==> src/source/sim_sram_pkg.sv <==
// Simulation SRAM shared types.
// Opcodes for the request and response channels, the request tag
// and the route marker used to keep responses in order.

`default_nettype none

package sim_sram_pkg;

  // Request opcodes.
  typedef enum logic [1:0] {
    PutFullData    = 2'd0,
    PutPartialData = 2'd1,
    Get            = 2'd2
  } a_op_e;

  // Response opcodes.
  // Writes are acknowledged without data.
  typedef enum logic [0:0] {
    AccessAck     = 1'b0,
    AccessAckData = 1'b1
  } d_op_e;

  // Request tag carried back on the response.
  parameter int SourceWidth = 4;

  typedef logic [SourceWidth-1:0] source_t;

  // Path taken by a request.
  typedef enum logic [0:0] {
    RouteOut  = 1'b0,
    RouteSram = 1'b1
  } route_e;

endpackage

`default_nettype wire

==> src/source/sram_1p.sv <==
// Single-port word memory.
// Byte-masked writes, registered read data one cycle after the request.

`timescale 1ns/1ps
`default_nettype none

module sram_1p #(
  parameter int DataWidth = 32,
  parameter int Depth     = 8,
  localparam int Bytes      = DataWidth / 8,
  localparam int IndexWidth = (Depth > 1) ? $clog2(Depth) : 1
) (
  input  logic                  clk_i,
  input  logic                  req_i,
  input  logic                  write_i,
  input  logic [IndexWidth-1:0] addr_i,
  input  logic [DataWidth-1:0]  wdata_i,
  input  logic [Bytes-1:0]      wmask_i,
  output logic [DataWidth-1:0]  rdata_o
);

  logic [DataWidth-1:0] mem_q [Depth];

  // Only the bytes with their mask bit set are written.
  // A read leaves rdata_o stable until the next read.
  always_ff @(posedge clk_i) begin
    if (req_i) begin
      if (write_i) begin
        for (int b = 0; b < Bytes; b++) begin
          if (wmask_i[b]) begin
            mem_q[addr_i][8*b +: 8] <= wdata_i[8*b +: 8];
          end
        end
      end else begin
        rdata_o <= mem_q[addr_i];
      end
    end
  end

endmodule

`default_nettype wire

==> src/source/sram_adapter.sv <==
// SRAM bus adapter.
// Converts in-window bus requests into SRAM accesses and keeps
// their responses in a two-entry queue.

`timescale 1ns/1ps
`default_nettype none

module sram_adapter #(
  parameter int AddrWidth = 32,
  parameter int DataWidth = 32,
  parameter int Depth     = 8
) (
  input  logic                  clk_i,
  input  logic                  rst_ni,
  input  logic [AddrWidth-1:0]  start_addr_i,

  input  logic                  a_valid_i,
  output logic                  a_ready_o,
  input  sim_sram_pkg::a_op_e   a_opcode_i,
  input  logic [AddrWidth-1:0]  a_address_i,
  input  logic [DataWidth/8-1:0] a_mask_i,
  input  logic [DataWidth-1:0]  a_data_i,
  input  sim_sram_pkg::source_t a_source_i,

  output logic                  d_valid_o,
  input  logic                  d_ready_i,
  output sim_sram_pkg::d_op_e   d_opcode_o,
  output logic [DataWidth-1:0]  d_data_o,
  output sim_sram_pkg::source_t d_source_o,
  output logic                  d_error_o
);
  import sim_sram_pkg::*;

  localparam int Bytes      = DataWidth / 8;
  localparam int ByteShift  = (Bytes > 1) ? $clog2(Bytes) : 0;
  localparam int IndexWidth = (Depth > 1) ? $clog2(Depth) : 1;

  logic [AddrWidth-1:0]  offset;
  logic [IndexWidth-1:0] index;
  logic [Bytes-1:0]      wmask;
  logic [DataWidth-1:0]  rdata;
  logic                  write;
  logic                  push;
  logic                  pop;

  // Two-entry response queue.
  logic [1:0]            count_q;
  logic                  wptr_q;
  logic                  rptr_q;
  d_op_e                 op_q   [2];
  source_t               src_q  [2];
  logic [DataWidth-1:0]  data_q [2];

  // Read issued on the previous edge, and the slot waiting for its data.
  logic                  rd_pend_q;
  logic                  rd_slot_q;

  // Word index relative to the window start.
  assign offset = a_address_i - start_addr_i;
  assign index  = offset[ByteShift +: IndexWidth];

  assign write = (a_opcode_i != Get);
  assign wmask = (a_opcode_i == PutFullData) ? {Bytes{1'b1}} : a_mask_i;

  assign a_ready_o = (count_q != 2'd2);
  assign push      = a_valid_i & a_ready_o;
  assign d_valid_o = (count_q != 2'd0);
  assign pop       = d_valid_o & d_ready_i;

  sram_1p #(
    .DataWidth(DataWidth),
    .Depth    (Depth)
  ) sram_1p_inst (
    .clk_i,
    .req_i  (push),
    .write_i(write),
    .addr_i (index),
    .wdata_i(a_data_i),
    .wmask_i(wmask),
    .rdata_o(rdata)
  );

  always_ff @(posedge clk_i or negedge rst_ni) begin
    if (!rst_ni) begin
      count_q   <= 2'd0;
      wptr_q    <= 1'b0;
      rptr_q    <= 1'b0;
      rd_pend_q <= 1'b0;
      rd_slot_q <= 1'b0;
    end else begin
      count_q   <= count_q + {1'b0, push} - {1'b0, pop};
      rd_pend_q <= push & ~write;
      if (push) begin
        wptr_q    <= ~wptr_q;
        rd_slot_q <= wptr_q;
      end
      if (pop) begin
        rptr_q <= ~rptr_q;
      end
    end
  end

  // Read data lands in its slot one cycle after the access.
  always_ff @(posedge clk_i) begin
    if (push) begin
      op_q[wptr_q]  <= write ? AccessAck : AccessAckData;
      src_q[wptr_q] <= a_source_i;
      if (write) begin
        data_q[wptr_q] <= '0;
      end
    end
    if (rd_pend_q) begin
      data_q[rd_slot_q] <= rdata;
    end
  end

  assign d_opcode_o = op_q[rptr_q];
  assign d_source_o = src_q[rptr_q];

  // Bypass the memory output while the head read is still being captured.
  assign d_data_o = (rd_pend_q && (rd_slot_q == rptr_q)) ? rdata : data_q[rptr_q];

  assign d_error_o = 1'b0;

endmodule

`default_nettype wire

==> src/source/bus_steer.sv <==
// Request steering.
// Compares each request against the SRAM window and hands it to the
// SRAM path or the outbound path, recording the route on acceptance.

`timescale 1ns/1ps
`default_nettype none

module bus_steer #(
  parameter int AddrWidth = 32,
  parameter int DataWidth = 32,
  parameter int Depth     = 8
) (
  input  logic [AddrWidth-1:0]   start_addr_i,

  input  logic                   in_a_valid_i,
  output logic                   in_a_ready_o,
  input  sim_sram_pkg::a_op_e    in_a_opcode_i,
  input  logic [AddrWidth-1:0]   in_a_address_i,
  input  logic [DataWidth/8-1:0] in_a_mask_i,
  input  logic [DataWidth-1:0]   in_a_data_i,
  input  sim_sram_pkg::source_t  in_a_source_i,

  output logic                   sram_a_valid_o,
  input  logic                   sram_a_ready_i,
  output sim_sram_pkg::a_op_e    sram_a_opcode_o,
  output logic [AddrWidth-1:0]   sram_a_address_o,
  output logic [DataWidth/8-1:0] sram_a_mask_o,
  output logic [DataWidth-1:0]   sram_a_data_o,
  output sim_sram_pkg::source_t  sram_a_source_o,

  output logic                   out_a_valid_o,
  input  logic                   out_a_ready_i,
  output sim_sram_pkg::a_op_e    out_a_opcode_o,
  output logic [AddrWidth-1:0]   out_a_address_o,
  output logic [DataWidth/8-1:0] out_a_mask_o,
  output logic [DataWidth-1:0]   out_a_data_o,
  output sim_sram_pkg::source_t  out_a_source_o,

  input  logic                   route_ready_i,
  output logic                   route_push_o,
  output sim_sram_pkg::route_e   route_o
);
  import sim_sram_pkg::*;

  localparam int Bytes       = DataWidth / 8;
  localparam int WindowBytes = Depth * Bytes;

  // One extra bit so a window at the top of the address space does not wrap.
  logic [AddrWidth:0] limit;
  logic               in_window;

  assign limit     = {1'b0, start_addr_i} + (AddrWidth + 1)'(WindowBytes);
  assign in_window = (in_a_address_i >= start_addr_i) && ({1'b0, in_a_address_i} < limit);

  // Valid is held back while the route queue is full, so neither path
  // can take a request that the merger has not recorded.
  assign sram_a_valid_o = in_a_valid_i & route_ready_i & in_window;
  assign out_a_valid_o  = in_a_valid_i & route_ready_i & ~in_window;

  assign in_a_ready_o = route_ready_i & (in_window ? sram_a_ready_i : out_a_ready_i);

  // Payload goes to both paths; only the selected one sees valid.
  assign sram_a_opcode_o  = in_a_opcode_i;
  assign sram_a_address_o = in_a_address_i;
  assign sram_a_mask_o    = in_a_mask_i;
  assign sram_a_data_o    = in_a_data_i;
  assign sram_a_source_o  = in_a_source_i;

  assign out_a_opcode_o  = in_a_opcode_i;
  assign out_a_address_o = in_a_address_i;
  assign out_a_mask_o    = in_a_mask_i;
  assign out_a_data_o    = in_a_data_i;
  assign out_a_source_o  = in_a_source_i;

  assign route_push_o = in_a_valid_i & in_a_ready_o;
  assign route_o      = in_window ? RouteSram : RouteOut;

endmodule

`default_nettype wire

==> src/source/resp_merge.sv <==
// Response merger.
// Keeps the route of every accepted request and connects the matching
// path's response channel to the inbound one, in request order.

`timescale 1ns/1ps
`default_nettype none

module resp_merge #(
  parameter int DataWidth  = 32,
  parameter int RouteDepth = 4
) (
  input  logic                  clk_i,
  input  logic                  rst_ni,

  input  logic                  route_push_i,
  input  sim_sram_pkg::route_e  route_i,
  output logic                  route_ready_o,

  input  logic                  sram_d_valid_i,
  output logic                  sram_d_ready_o,
  input  sim_sram_pkg::d_op_e   sram_d_opcode_i,
  input  logic [DataWidth-1:0]  sram_d_data_i,
  input  sim_sram_pkg::source_t sram_d_source_i,
  input  logic                  sram_d_error_i,

  input  logic                  out_d_valid_i,
  output logic                  out_d_ready_o,
  input  sim_sram_pkg::d_op_e   out_d_opcode_i,
  input  logic [DataWidth-1:0]  out_d_data_i,
  input  sim_sram_pkg::source_t out_d_source_i,
  input  logic                  out_d_error_i,

  output logic                  in_d_valid_o,
  input  logic                  in_d_ready_i,
  output sim_sram_pkg::d_op_e   in_d_opcode_o,
  output logic [DataWidth-1:0]  in_d_data_o,
  output sim_sram_pkg::source_t in_d_source_o,
  output logic                  in_d_error_o
);
  import sim_sram_pkg::*;

  localparam int PtrWidth   = (RouteDepth > 1) ? $clog2(RouteDepth) : 1;
  localparam int CountWidth = $clog2(RouteDepth + 1);

  route_e                queue_q [RouteDepth];
  logic [PtrWidth-1:0]   wptr_q;
  logic [PtrWidth-1:0]   rptr_q;
  logic [CountWidth-1:0] count_q;
  route_e                head;
  logic                  sel_sram;
  logic                  sel_out;
  logic                  pop;

  assign route_ready_o = (count_q != CountWidth'(RouteDepth));

  // With an empty queue neither path is selected.
  assign head     = queue_q[rptr_q];
  assign sel_sram = (count_q != '0) && (head == RouteSram);
  assign sel_out  = (count_q != '0) && (head == RouteOut);

  assign in_d_valid_o   = (sel_sram & sram_d_valid_i) | (sel_out & out_d_valid_i);
  assign sram_d_ready_o = sel_sram & in_d_ready_i;
  assign out_d_ready_o  = sel_out & in_d_ready_i;

  assign in_d_opcode_o = sel_sram ? sram_d_opcode_i : out_d_opcode_i;
  assign in_d_data_o   = sel_sram ? sram_d_data_i : out_d_data_i;
  assign in_d_source_o = sel_sram ? sram_d_source_i : out_d_source_i;
  assign in_d_error_o  = sel_sram ? sram_d_error_i : out_d_error_i;

  assign pop = in_d_valid_o & in_d_ready_i;

  always_ff @(posedge clk_i or negedge rst_ni) begin
    if (!rst_ni) begin
      wptr_q  <= '0;
      rptr_q  <= '0;
      count_q <= '0;
    end else begin
      count_q <= count_q + CountWidth'(route_push_i) - CountWidth'(pop);
      if (route_push_i) begin
        wptr_q <= (wptr_q == PtrWidth'(RouteDepth - 1)) ? '0 : wptr_q + 1'b1;
      end
      if (pop) begin
        rptr_q <= (rptr_q == PtrWidth'(RouteDepth - 1)) ? '0 : rptr_q + 1'b1;
      end
    end
  end

  always_ff @(posedge clk_i) begin
    if (route_push_i) begin
      queue_q[wptr_q] <= route_i;
    end
  end

endmodule

`default_nettype wire

==> src/source/sim_sram.sv <==
// Simulation SRAM interceptor.
// Requests inside the runtime window are served by a local SRAM, all
// others pass to the outbound port; responses return in request order.

`timescale 1ns/1ps
`default_nettype none

module sim_sram #(
  parameter int AddrWidth  = 32,
  parameter int DataWidth  = 32,
  parameter int Depth      = 8,
  parameter int RouteDepth = 4
) (
  input  logic                   clk_i,
  input  logic                   rst_ni,
  input  logic [AddrWidth-1:0]   start_addr_i,

  input  logic                   in_a_valid_i,
  output logic                   in_a_ready_o,
  input  sim_sram_pkg::a_op_e    in_a_opcode_i,
  input  logic [AddrWidth-1:0]   in_a_address_i,
  input  logic [DataWidth/8-1:0] in_a_mask_i,
  input  logic [DataWidth-1:0]   in_a_data_i,
  input  sim_sram_pkg::source_t  in_a_source_i,

  output logic                   in_d_valid_o,
  input  logic                   in_d_ready_i,
  output sim_sram_pkg::d_op_e    in_d_opcode_o,
  output logic [DataWidth-1:0]   in_d_data_o,
  output sim_sram_pkg::source_t  in_d_source_o,
  output logic                   in_d_error_o,

  output logic                   out_a_valid_o,
  input  logic                   out_a_ready_i,
  output sim_sram_pkg::a_op_e    out_a_opcode_o,
  output logic [AddrWidth-1:0]   out_a_address_o,
  output logic [DataWidth/8-1:0] out_a_mask_o,
  output logic [DataWidth-1:0]   out_a_data_o,
  output sim_sram_pkg::source_t  out_a_source_o,

  input  logic                   out_d_valid_i,
  output logic                   out_d_ready_o,
  input  sim_sram_pkg::d_op_e    out_d_opcode_i,
  input  logic [DataWidth-1:0]   out_d_data_i,
  input  sim_sram_pkg::source_t  out_d_source_i,
  input  logic                   out_d_error_i
);
  import sim_sram_pkg::*;

  // SRAM path request channel.
  logic                   sram_a_valid;
  logic                   sram_a_ready;
  a_op_e                  sram_a_opcode;
  logic [AddrWidth-1:0]   sram_a_address;
  logic [DataWidth/8-1:0] sram_a_mask;
  logic [DataWidth-1:0]   sram_a_data;
  source_t                sram_a_source;

  // SRAM path response channel.
  logic                   sram_d_valid;
  logic                   sram_d_ready;
  d_op_e                  sram_d_opcode;
  logic [DataWidth-1:0]   sram_d_data;
  source_t                sram_d_source;
  logic                   sram_d_error;

  logic                   route_ready;
  logic                   route_push;
  route_e                 route;

  bus_steer #(
    .AddrWidth(AddrWidth),
    .DataWidth(DataWidth),
    .Depth    (Depth)
  ) bus_steer_inst (
    .start_addr_i,
    .in_a_valid_i,
    .in_a_ready_o,
    .in_a_opcode_i,
    .in_a_address_i,
    .in_a_mask_i,
    .in_a_data_i,
    .in_a_source_i,
    .sram_a_valid_o  (sram_a_valid),
    .sram_a_ready_i  (sram_a_ready),
    .sram_a_opcode_o (sram_a_opcode),
    .sram_a_address_o(sram_a_address),
    .sram_a_mask_o   (sram_a_mask),
    .sram_a_data_o   (sram_a_data),
    .sram_a_source_o (sram_a_source),
    .out_a_valid_o,
    .out_a_ready_i,
    .out_a_opcode_o,
    .out_a_address_o,
    .out_a_mask_o,
    .out_a_data_o,
    .out_a_source_o,
    .route_ready_i   (route_ready),
    .route_push_o    (route_push),
    .route_o         (route)
  );

  sram_adapter #(
    .AddrWidth(AddrWidth),
    .DataWidth(DataWidth),
    .Depth    (Depth)
  ) sram_adapter_inst (
    .clk_i,
    .rst_ni,
    .start_addr_i,
    .a_valid_i  (sram_a_valid),
    .a_ready_o  (sram_a_ready),
    .a_opcode_i (sram_a_opcode),
    .a_address_i(sram_a_address),
    .a_mask_i   (sram_a_mask),
    .a_data_i   (sram_a_data),
    .a_source_i (sram_a_source),
    .d_valid_o  (sram_d_valid),
    .d_ready_i  (sram_d_ready),
    .d_opcode_o (sram_d_opcode),
    .d_data_o   (sram_d_data),
    .d_source_o (sram_d_source),
    .d_error_o  (sram_d_error)
  );

  resp_merge #(
    .DataWidth (DataWidth),
    .RouteDepth(RouteDepth)
  ) resp_merge_inst (
    .clk_i,
    .rst_ni,
    .route_push_i   (route_push),
    .route_i        (route),
    .route_ready_o  (route_ready),
    .sram_d_valid_i (sram_d_valid),
    .sram_d_ready_o (sram_d_ready),
    .sram_d_opcode_i(sram_d_opcode),
    .sram_d_data_i  (sram_d_data),
    .sram_d_source_i(sram_d_source),
    .sram_d_error_i (sram_d_error),
    .out_d_valid_i,
    .out_d_ready_o,
    .out_d_opcode_i,
    .out_d_data_i,
    .out_d_source_i,
    .out_d_error_i,
    .in_d_valid_o,
    .in_d_ready_i,
    .in_d_opcode_o,
    .in_d_data_o,
    .in_d_source_o,
    .in_d_error_o
  );

endmodule

`default_nettype wire

==> config.mk <==
export PLATFORM = sky130hd
export DESIGN_NAME = sim_sram
export DESIGN_NICKNAME = d
export VERILOG_FILES = /design/src/source/sim_sram_pkg.sv /design/src/source/sram_1p.sv /design/src/source/sram_adapter.sv /design/src/source/bus_steer.sv /design/src/source/resp_merge.sv /design/src/source/sim_sram.sv
export SDC_FILE = /design/constraint.sdc
export NUM_CORES = 1
export LEC_CHECK = 0
export ABC_AREA = 1
export BUFFER_PORTS_ARGS = -buffer_cell sky130_fd_sc_hd__buf_4
export CORE_MARGIN = 3
export CORE_UTILIZATION = 63
export CTS_CLUSTER_DIAMETER = 150
export DETAILED_ROUTE_END_ITERATION = 10
export GPL_ROUTABILITY_DRIVEN = 1
export GPL_TIMING_DRIVEN = 0
export PLACE_DENSITY_LB_ADDON = 0.2
export SLEW_MARGIN = 20
export SYNTH_ARGS = -nofsm -noshare
export SYNTH_HDL_FRONTEND = slang
export SYNTH_HIERARCHICAL = 1
export SYNTH_SLANG_ARGS = --single-unit
==> constraint.sdc <==
create_clock -name clk_i -period 5.8 [get_ports clk_i]
set_input_delay 0 -clock clk_i [delete_from_list [all_inputs] [get_ports clk_i]]
set_output_delay 0 -clock clk_i [all_outputs]
set_load 0.005 [all_outputs]
==> qor.yml <==
clock_tree_buffer_depth: 3
setup_viol: 0
h_tree_level_count: 2
mappedNetlistNets: 2386
post-route-util_pct: 77.34
detailroute.via_count: 15320
largest_net_degree_at_the_start_of_global_routing: 33
drt_wl_total_mm: 47.61
detail_route.wl_per_cell_microns: 16.42
setup.worst_path.end_class: "flip-flop"
globalRouteTotalUtil_pct: 27.54
inserted_diodes: 0
switching_share_pct: 32.66
crit_required_ps: 5940
worst_setup_path_type: "primary input to flip-flop"
post_route_cells_drive_above_1_share_pct: 22.01
timing_hold_violations_final: 0
leakagePower_nw: 11.21
ant_nets: 0
power.combinational.fraction_pct: 35.4
synthToLayoutAreaGrowth_pct: 19.37
timing.critical_path.max_delay_family: "simple AND/OR/NAND/NOR gates"
finalCriticalPeriod_ps: 4125
final_min_period_over_clock_period_pct: 71.12
final-max-slew-violation-count: 0
core.rowCount: 64
postLayoutSetupSlackWorst_ps: 1675
filler_cell_count: 2019
number_of_antenna_violations_at_the_first_check_in_global_routing: 1
timing.critical_path.buf_inv: 3
switching_power_mw: 2.783
worstPathCellList: "buf_4 -> nand2_2 -> nor2_1 -> nand3_4 -> nor2_4 -> nand3_1 -> nor2_1 -> nand3_1 -> xor2_1 -> ha_1 -> a21oi_1 -> o21bai_1 -> a21oi_1 -> nand2_1 -> nand2_1 -> nand2_1 -> inv_2 -> nand2_2 -> nor3_1 -> nand2_1 -> inv_2 -> nand3_1 -> nor2_1"
clock-sinks: 379
critPathMostFrequentCell: "nand2_1"
number_of_cts_inserted_buffers: 38
crit_path_max_incr_delay_ps: 940
numPlacedInstances: 2784
grt_remaining_overflow: 0
syn-instance-count: 2163
num_io_pins: 266
max_cap_violations: 0
stdcell_area_sq_um: 23970
floorplan.core_area_sq_um: 30990
timing.setup.tns_ps: 0
synth_warnings: 6
root_buffer: "clkbuf_16"
finClkSkew_ps: 11.97
vias_per_cell: 5.284
fin_total_pwr_mw: 8.519
clkTransAtPathRegs_ps: 60
maxClockFrequency_mhz: 242.4
cp_data_arrival_time_ps: 4270
postSynthAreaPerCell_sq_um: 9.282
timing.critical_path.fanout_max: 8
drt_iter0_markers: 1397
p_int_mw: 5.736
share_clk_of_total_power_pct: 27.0
cp-start-kind: "primary input"
insertion_delay_ps: 520
power_density_nw_per_um2: 355.4
hold_slack_ps: 28.41
die_area_sq_um: 34050
slowest_stage: "nor2_1"
vdd_ir_drop_max_v: 0.0002320
die-width_microns: 184.5
rsz0062_at_grt: "false"
dp_worst_setup_slack_ps: 1206
reg2reg_slack_ps: 2900
first_pass_iters: 6
initial_core_util_pct: 64.79
vias_in_the_first_global_route: 14970
count_of_placed_standard_cells_in_the_final_layout_fillers_left_out: 2899
multi_input_area_sq_um: 6664
sequential_cell_area_sq_um: 11320
power_frac_seq_pct: 37.6
slew_headroom_pct: 30.45
worst_hold_path_type: "primary input to flip-flop"
wire_length_of_the_first_global_routing_pass_mm: 73.51
drt_drc_violations_left: 0
dp_hpwl_mm: 33.67
outcome: "completed"
fin_nets: 2697
place_area_sq_um: 22330
die_y_microns: 184.5
gp_congestion: 0.9022
syn-cell-area_sq_um: 20080
port_buffers: 223
max_slew.worst_pin.slew_ps: 1039
cts_tree: "yes"
-- path summary, 6_finish.rpt --
| check | from | end | cells after the start |
|---|---|---|---|
| max | start_addr_i[9] | sram_adapter_inst/sram_1p_inst/mem_q[0][9]$_DFFE_PP_ | 23 |
| min | out_a_ready_i | resp_merge_inst/wptr_q[0]$_DFFE_PN0P_ | 7 |
| max reg2reg | resp_merge_inst/count_q[1]$_DFF_PN0_ | sram_adapter_inst/sram_1p_inst/mem_q[0][9]$_DFFE_PP_ | 8 |
| min reg2reg | sram_adapter_inst/sram_1p_inst/rdata_o[30]$_DFFE_PP_ | sram_adapter_inst/data_q[1][30]$_SDFFCE_PN0P_ | 2 |
| max in group asynchronous | rst_ni | resp_merge_inst/wptr_q[0]$_DFFE_PN0P_ | 3 |
| min in group asynchronous | rst_ni | sram_adapter_inst/wptr_q$_DFFE_PN0N_ | 3 |
-- cell usage in the layout, fill, tap and decap left out, drive strengths merged, types with 26 or more instances in the layout --
cell type	instances
clkbuf	64
xor2	26
nand3	37
edfxtp	366
a21oi	27
o21ai	82
ha	72
dlygate4sd3	46
nand2	984
nor2	144
buf	416
inv	175
-- metal layers --
layer | vias to the layer above | routed length (microns) | share of wire [%] | GRT usage, %
met2 | 778 | 24190 | 51 | 49.13
met4 | 2 | 1176 | 2.5 | 9.435
met5 | - | 16 | 0.034 | 0
met3 | 112 | 4065 | 8.5 | 4.776
li1 | 7430 | - | - | -
met1 | 6995 | 18160 | 38 | 33.99
-- area by class of cell --
| class | count | share of cell area, % |
|---|---|---|
| sequential | 379 | 47.21 |
| multi-input combinational | 1408 | 27.80 |
| timing repair buffer | 271 | 9.136 |
| buffer | 201 | 6.129 |
| clock buffer | 54 | 4.484 |
| inverter | 175 | 2.751 |
| tap | 396 | 2.067 |
| clock inverter | 15 | 0.4176 |
-- power by group through the flow --
| stage | clock [mW] | sequential [mW] | combinational [mW] |
|---|---|---|---|
| floorplan | 0 | 3.24 | 1.92 |
| global placement | 0 | 3.25 | 2.82 |
| detailed placement | 0 | 3.26 | 2.94 |
| CTS | 2.33 | 3.20 | 3.01 |
| global route | 2.44 | 3.21 | 3.35 |
| finish | 2.30 | 3.20 | 3.02 |
-- registers in the layout, indices dropped and copies added, names as in the netlist --
| signal | cells |
|---|---|
| sram_adapter_inst/sram_1p_inst/mem_q | 256 |
| sram_adapter_inst/data_q | 64 |
| sram_adapter_inst/sram_1p_inst/rdata_o | 32 |
| sram_adapter_inst/src_q | 8 |
| resp_merge_inst/queue_q | 4 |
| resp_merge_inst/count_q | 3 |
| resp_merge_inst/rptr_q | 2 |
| resp_merge_inst/wptr_q | 2 |
| sram_adapter_inst/count_q | 2 |
| sram_adapter_inst/op_q | 2 |
| sram_adapter_inst/rd_pend_q | 1 |
| sram_adapter_inst/rd_slot_q | 1 |
| sram_adapter_inst/rptr_q | 1 |
| sram_adapter_inst/wptr_q | 1 |
-- repair_timing --
item / CTS / global route
setup buffers: 0 / 0
hold buffers: 46 / 0
setup endpoints to repair: 0 / 0
endpoints found under the hold margin: 285 / 0
gates resized for setup: 0 / 0
-- worst register-to-register path: stages (launching register included) --
cell and delay (ps):
dfrtp_1 360, inv_1 90, nand3_1 140, inv_1 70, nor3_1 190, nand2_1 170
inv_2 170, nand3_1 390, nor2_1 950
Power figures use the tool's default switching activity.
